--- src/include/read_bus_consts.svh ---
`ifndef READ_BUS_CONSTS_SVH
`define READ_BUS_CONSTS_SVH

// ************************************************************
// shared read bus sizing
// ************************************************************

// masters on the bus, lowest index has highest priority.
`define NUM_MASTERS 3

// consecutive enabled bus cycles before the target answers.
`define MEM_LATENCY 3

// mixed into every read word.
`define MEM_PATTERN 32'h5a3c_96e1

// address and data width.
`define ADDR_W 32

`endif

--- src/verilog/read_bus_pkg.sv ---
`include "read_bus_consts.svh"

package read_bus_pkg;

    // bus address and read data word.
    typedef logic [`ADDR_W-1:0] addr_t;
    typedef logic [`ADDR_W-1:0] word_t;

    // ************************************************************
    // master controller states
    // ************************************************************
    typedef enum logic [1:0] {
        MS_IDLE = 2'b00, // accepts requests, passes grant.
        MS_ARB  = 2'b01, // address held, waiting for grant.
        MS_BUS  = 2'b10  // owns the bus until data arrives.
    } master_state_t;

endpackage

--- src/verilog/read_master.sv ---
module read_master (
    input  logic                clk,
    input  logic                rst,

    input  logic                req_valid,
    output logic                req_ready,
    input  read_bus_pkg::addr_t req_address,
    output logic                dp_valid,
    output read_bus_pkg::word_t dp_read_data,

    output read_bus_pkg::addr_t mem_addr,
    output logic                mem_req,
    output logic                mem_en,
    input  logic                mem_data_valid,
    input  read_bus_pkg::word_t mem_data,

    input  logic                grant_in,
    output logic                grant_out,
    input  logic                busy_in
);
    import read_bus_pkg::*;

    master_state_t state;
    master_state_t state_next;
    addr_t         req_addr;
    logic          req_take;
    logic          bus_win;

    // ************************************************************
    // request side
    // ************************************************************
    assign req_ready = (state == MS_IDLE);
    assign req_take  = req_ready & req_valid;

    always_ff @(posedge clk) begin
        if (req_take) begin
            req_addr <= req_address;
        end
    end

    // grant only moves down the chain past an idle, quiet master.
    assign grant_out = grant_in & req_ready & ~req_valid;

    // ************************************************************
    // bus side
    // ************************************************************
    assign bus_win  = (state == MS_ARB) & grant_in & ~busy_in;
    assign mem_en   = (state == MS_BUS);
    assign mem_req  = bus_win | mem_en;
    assign mem_addr = mem_en ? req_addr : '0; // stands in for the tristate driver.

    assign dp_valid     = mem_en & mem_data_valid; // ignore data meant for others.
    assign dp_read_data = mem_data;

    // ************************************************************
    // controller
    // ************************************************************
    always_comb begin
        state_next = state;
        case (state)
            MS_IDLE: begin
                if (req_valid) begin
                    state_next = MS_ARB;
                end
            end
            MS_ARB: begin
                if (bus_win) begin
                    state_next = MS_BUS;
                end
            end
            MS_BUS: begin
                if (mem_data_valid) begin
                    state_next = MS_IDLE; // one read per tenure.
                end
            end
            default: begin
                state_next = MS_IDLE;
            end
        endcase
    end

    always_ff @(posedge clk) begin
        if (rst) begin
            state <= MS_IDLE;
        end else begin
            state <= state_next;
        end
    end

endmodule

--- src/verilog/bus_merge.sv ---
`include "read_bus_consts.svh"

module bus_merge (
    input  read_bus_pkg::addr_t [`NUM_MASTERS-1:0] master_addr,
    input  logic [`NUM_MASTERS-1:0]                master_en,
    output read_bus_pkg::addr_t                    bus_addr,
    output logic                                   bus_en,
    output logic [`NUM_MASTERS-1:0]                busy_in
);

    // ************************************************************
    // address merge
    // ************************************************************

    // wired-or of the gated drivers.
    always_comb begin
        bus_addr = '0;
        for (int i = 0; i < `NUM_MASTERS; i++) begin
            if (master_en[i]) begin
                bus_addr = bus_addr | master_addr[i];
            end
        end
    end

    assign bus_en = |master_en;

    // ************************************************************
    // busy fan-out
    // ************************************************************

    // each master sees only the other masters' enables,
    // so its own tenure never blocks itself.
    always_comb begin
        busy_in = '0;
        for (int i = 0; i < `NUM_MASTERS; i++) begin
            for (int j = 0; j < `NUM_MASTERS; j++) begin
                if (j != i) begin
                    busy_in[i] = busy_in[i] | master_en[j];
                end
            end
        end
    end

endmodule

--- src/verilog/pattern_mem_target.sv ---
`include "read_bus_consts.svh"

module pattern_mem_target (
    input  logic                clk,
    input  logic                rst,
    input  logic                bus_en,
    input  read_bus_pkg::addr_t bus_addr,
    output logic                mem_data_valid,
    output read_bus_pkg::word_t mem_data
);
    import read_bus_pkg::*;

    localparam int               CNT_W    = $clog2(`MEM_LATENCY + 1);
    localparam logic [CNT_W-1:0] LAST_CNT = CNT_W'(`MEM_LATENCY - 1);

    logic [CNT_W-1:0] cyc_cnt; // enabled cycles seen this tenure.
    word_t            rotated;

    // ************************************************************
    // response data
    // ************************************************************
    assign rotated  = {bus_addr[`ADDR_W-9:0], bus_addr[`ADDR_W-1:`ADDR_W-8]};
    assign mem_data = rotated ^ word_t'(`MEM_PATTERN);

    // strobe on the last counted cycle.
    assign mem_data_valid = bus_en && (cyc_cnt == LAST_CNT);

    // ************************************************************
    // latency counter
    // ************************************************************
    always_ff @(posedge clk) begin
        if (rst) begin
            cyc_cnt <= '0;
        end else if (!bus_en || mem_data_valid) begin
            cyc_cnt <= '0; // restart for the next tenure.
        end else begin
            cyc_cnt <= cyc_cnt + 1'b1;
        end
    end

endmodule

--- src/verilog/read_bus_sys.sv ---
`include "read_bus_consts.svh"

module read_bus_sys (
    input  logic                                   clk,
    input  logic                                   rst,
    input  logic [`NUM_MASTERS-1:0]                req_valid,
    output logic [`NUM_MASTERS-1:0]                req_ready,
    input  read_bus_pkg::addr_t [`NUM_MASTERS-1:0] req_address,
    output logic [`NUM_MASTERS-1:0]                dp_valid,
    output read_bus_pkg::word_t                    dp_read_data
);
    import read_bus_pkg::*;

    addr_t [`NUM_MASTERS-1:0] master_addr;
    logic [`NUM_MASTERS-1:0]  master_en;
    logic [`NUM_MASTERS-1:0]  busy_in;
    logic [`NUM_MASTERS:0]    grant_chain;
    addr_t                    bus_addr;
    logic                     bus_en;
    logic                     mem_data_valid;
    word_t                    mem_data;

    assign grant_chain[0] = 1'b1; // head of the chain always granted.
    assign dp_read_data   = mem_data;

    // ************************************************************
    // masters
    // ************************************************************
    for (genvar i = 0; i < `NUM_MASTERS; i++) begin : g_master
        read_master master_inst (
            .clk            (clk),
            .rst            (rst),
            .req_valid      (req_valid[i]),
            .req_ready      (req_ready[i]),
            .req_address    (req_address[i]),
            .dp_valid       (dp_valid[i]),
            .dp_read_data   (),
            .mem_addr       (master_addr[i]),
            .mem_req        (),
            .mem_en         (master_en[i]),
            .mem_data_valid (mem_data_valid),
            .mem_data       (mem_data),
            .grant_in       (grant_chain[i]),
            .grant_out      (grant_chain[i+1]),
            .busy_in        (busy_in[i])
        );
    end

    bus_merge bus_merge_inst (
        .master_addr (master_addr),
        .master_en   (master_en),
        .bus_addr    (bus_addr),
        .bus_en      (bus_en),
        .busy_in     (busy_in)
    );

    pattern_mem_target mem_target_inst (
        .clk            (clk),
        .rst            (rst),
        .bus_en         (bus_en),
        .bus_addr       (bus_addr),
        .mem_data_valid (mem_data_valid),
        .mem_data       (mem_data)
    );

endmodule

--- config.mk ---
export PLATFORM = sky130hd
export DESIGN_NAME = read_bus_sys
export DESIGN_NICKNAME = d
export VERILOG_FILES = /design/src/verilog/read_bus_pkg.sv /design/src/verilog/read_master.sv /design/src/verilog/bus_merge.sv /design/src/verilog/pattern_mem_target.sv /design/src/verilog/read_bus_sys.sv
export VERILOG_INCLUDE_DIRS = /design/src /design/src/include
export SDC_FILE = /design/constraint.sdc
export NUM_CORES = 1
export LEC_CHECK = 0
export BUFFER_PORTS_ARGS = -buffer_cell sky130_fd_sc_hd__buf_2
export CAP_MARGIN = 20
export CORE_ASPECT_RATIO = 1.1
export CORE_MARGIN = 4
export CORE_UTILIZATION = 55
export CTS_BUF_LIST = sky130_fd_sc_hd__clkbuf_2
export DETAILED_ROUTE_END_ITERATION = 8
export PLACE_DENSITY = 0.95
export RECOVER_POWER = 25
export SLEW_MARGIN = 5
export SYNTH_ARGS = -nofsm -noshare
export SYNTH_HDL_FRONTEND = slang
export SYNTH_SLANG_ARGS = --single-unit
--- constraint.sdc ---
create_clock -name clk -period 5.4 [get_ports clk]
set_clock_uncertainty 0.15 [all_clocks]
set_input_delay 0.54 -clock clk [delete_from_list [all_inputs] [get_ports clk]]
set_output_delay 0.54 -clock clk [all_outputs]
set_load 0.01 [all_outputs]
==> results.txt <==
CTS H-Tree Depth: 3
Highest cell delay on the worst timing path: 0.63 ns
Crit path max-delay cell type: sky130_fd_sc_hd__nor2b_2
End-of-flow core utilization: 85.1%
Clock transition at the registers of the reported paths: 0.29 ns
Drt drc: 0
LEAKAGE: 2.30 nW
Die height: 95.6 µm
Number of vias in the routed layout: 3383
Area growth from synthesis to layout: 48.0%
Aggregate global-route resource usage: 29.7%
TritonCTS clock tree: done
Area of the multi-input gates: 686 µm²
Max VDD drop: 0.266 mV
Crit path launch type: flop
CP Data Arrival Time: 2.35 ns
Number of buffers inserted during clock tree synthesis: 9
Number of max-slew violations in the final report: 0
WP buf/inv: 2
Worst-case headroom to the max-slew limit: 49.4%
Starting density of the core: 57.5%
Share of the yosys chip area belonging to registers: 79.3%
Hold Path Class: input pin to flop
Seq. cell area: 3040 µm²
Fmax: 329 MHz
Total Negative Setup Slacks: 0 ns
Detailed-route wire length per cell: 25.3 µm
Number of standard cells after synthesis: 242
Total of buffers placed on input and output ports: 138
Max Fanout on Critical Path: 21
Number of sinks handled by clock tree synthesis: 104
1st-iter DRT viols: 390
Avg Inst Size Synth: 15.8 µm²
Via count of the first global-routing pass: 3311
Post-Synthesis Cell Area: 3830 µm²
Syn Nets: 344
Buffer levels on the longest clock path: 2
Die area: 8370 µm²
Setup violations, final: 0
Fraction of layout instances using a drive strength above 1: 32.7%
Number of vias per cell: 5.98
GRT overflow: 0
Routability congestion estimate: 0.805
Worst Setup End Kind: output port
Placement-stage worst setup slack: 3.07 ns
Worst-Skew Late Latency: 0.56 ns
Maximum number of pins on one net before global-route repair: 37
Cell family with the largest share of critical-path delay: simple AND/OR/NAND/NOR gates
Distinct cell type count of the synthesized netlist: 27
HPWL after detailed placement: 6090 µm
Routed Wire Length: 14300 µm
Number of detailed-route iterations in the first pass: 5
Std cell rows: 31
Number of hold-slack violations in the final timing report: 0
I/O pin cnt: 139
Placeable Area: 6670 µm²
Data required time at the worst endpoint: 4.71 ns
Horizontal die dimension: 87.6 µm
Max-cap violation count: 0
Antenna violations before repair: 2
Number of gates resized after CTS: 0
Smallest setup slack after layout: 2.36 ns
Final net count: 577
Register bit total from synthesis: 104
Status: completed
Crit path time final: 3.04 ns
Worst-Margin Slew: 0.759 ns
Routed Antenna Nets: 0
Power per cell area: 296 nW/µm²
Final-layout fill cell count: 301
First-pass GRT wire length: 17800 µm
Number of warnings issued by yosys: 0
Final worst path period share: 56.3%
Cell-by-cell listing of the critical path: nor2b_2 > buf_4 > a21oi_1 > buf_2
Class of the most critical setup path: flop to output port
RSZ-0062 raised after global routing: no
Root Buffer: sky130_fd_sc_hd__clkbuf_2
[placed cells by master (no fill, tap or decap), types with 2 or more instances in the layout]
| master | count |
|---|---|
| sky130_fd_sc_hd__a21oi_1 | 19 |
| sky130_fd_sc_hd__a22o_1 | 16 |
| sky130_fd_sc_hd__a22oi_1 | 16 |
| sky130_fd_sc_hd__and2_1 | 5 |
| sky130_fd_sc_hd__buf_2 | 129 |
| sky130_fd_sc_hd__buf_4 | 6 |
| sky130_fd_sc_hd__bufinv_16 | 2 |
| sky130_fd_sc_hd__clkbuf_1 | 5 |
| sky130_fd_sc_hd__clkbuf_2 | 14 |
| sky130_fd_sc_hd__dfxtp_1 | 8 |
| sky130_fd_sc_hd__diode_2 | 4 |
| sky130_fd_sc_hd__dlygate4sd3_1 | 96 |
| sky130_fd_sc_hd__edfxtp_1 | 96 |
| sky130_fd_sc_hd__inv_1 | 2 |
| sky130_fd_sc_hd__nand2_1 | 35 |
| sky130_fd_sc_hd__nor2_1 | 11 |
| sky130_fd_sc_hd__nor2b_2 | 3 |
[final timing paths]
| kind | startpoint | slack (ns) | to | cells after the start |
|---|---|---|---|---|
| max | g_master[1].master_inst.state[1]$_SDFFE_PP0P_ | 2.36 | dp_read_data[15] | 4 |
| max reg2reg | g_master[1].master_inst.state[0]$_SDFFE_PP0P_ | 3.20 | g_master[1].master_inst.req_addr[1]$_DFFE_PP_ | 3 |
| min reg2reg | mem_target_inst.cyc_cnt[0]$_SDFF_PP0_ | 0.29 | mem_target_inst.cyc_cnt[0]$_SDFF_PP0_ | 1 |
| min | rst | 0.06 | g_master[2].master_inst.state[1]$_SDFFE_PP0P_ | 2 |
[registers in the layout, indices dropped and copies added (netlist names)]
name and count:
g_master.master_inst.req_addr 96, g_master.master_inst.state 6, mem_target_inst.cyc_cnt 2
[cell usage after synthesis]
library cell	instances	area (µm²)
sky130_fd_sc_hd__o31ai_1	1	7.51
sky130_fd_sc_hd__nor3_1	1	5.00
sky130_fd_sc_hd__dfxtp_1	8	160
sky130_fd_sc_hd__nor2_1	11	41.3
sky130_fd_sc_hd__a21oi_1	19	95.1
sky130_fd_sc_hd__a22oi_1	16	120
sky130_fd_sc_hd__edfxtp_1	96	2880
sky130_fd_sc_hd__and4b_1	1	10.0
sky130_fd_sc_hd__ha_1	1	12.5
sky130_fd_sc_hd__nand2_1	35	131
sky130_fd_sc_hd__a31oi_1	1	6.26
sky130_fd_sc_hd__and2_1	5	31.3
sky130_fd_sc_hd__nand3_1	1	5.00
sky130_fd_sc_hd__clkbuf_1	4	15.0
sky130_fd_sc_hd__a2111oi_0	1	8.76
sky130_fd_sc_hd__nor4_1	1	6.26
sky130_fd_sc_hd__buf_6	1	11.3
sky130_fd_sc_hd__nand2b_1	1	6.26
sky130_fd_sc_hd__buf_2	7	35.0
sky130_fd_sc_hd__buf_4	6	45.0
sky130_fd_sc_hd__a22o_1	16	140
sky130_fd_sc_hd__o21ai_0	1	5.00
sky130_fd_sc_hd__nor2b_1	3	18.8
sky130_fd_sc_hd__nor4b_1	1	8.76
sky130_fd_sc_hd__inv_1	2	7.51
sky130_fd_sc_hd__or4b_1	1	10.0
sky130_fd_sc_hd__nand4b_1	1	8.76
[final cells by class]
class / count / area share [%]
diodes: 4 / 0.176
multi-input cells: 118 / 12.1
inverters: 2 / 0.132
well taps: 82 / 1.81
flip-flops and latches: 104 / 53.6
clock buffers: 11 / 0.970
repair buffers: 240 / 29.8
clock inverters: 5 / 1.43
[metal layers]
layer | part of all wire [%] | global-route usage [%] | wire length, µm
met1 | 32 | 33.4 | 4530
met2 | 52 | 52.1 | 7370
met3 | 11 | 8.47 | 1570
met4 | 5.8 | 13.4 | 828
met5 | 0 | 0 | 0
[kinds of logic after synthesis]
logic type	Yosys count	synth area share, %
buffers and inverters	20	2.97
AO/OA/AOI/OAI	55	9.98
flip-flops	104	79.3
adder cells (fa/ha/maj)	1	0.326
AND/OR/NAND/NOR	62	7.37
[report_power, final]
group	total, mW	leakage (nW)	switching (mW)	internal [mW]
Clock	0.435	0.0822	0.278	0.157
Combinational	0.258	1.23	0.138	0.120
Sequential	0.987	0.981	0.0304	0.957
[timing repair]
item	4_1_cts	5_1_grt
buffers inserted	0	0
hold endpoints to repair	76	20
hold buffers	76	20
[stage by stage]
stage	cell area [µm²]	std cells	hold slack (ns)	total power, mW
floorplan	3830	242	0.243	1.08
global placement	4570	450	0.249	1.17
detailed placement	4570	450	0.260	1.18
CTS	5470	542	0.000398	1.60
global route	5670	564	0.00122	1.73
finish	5670	566	0.0584	1.68
Note: power is estimated with default switching activity, not from simulation.
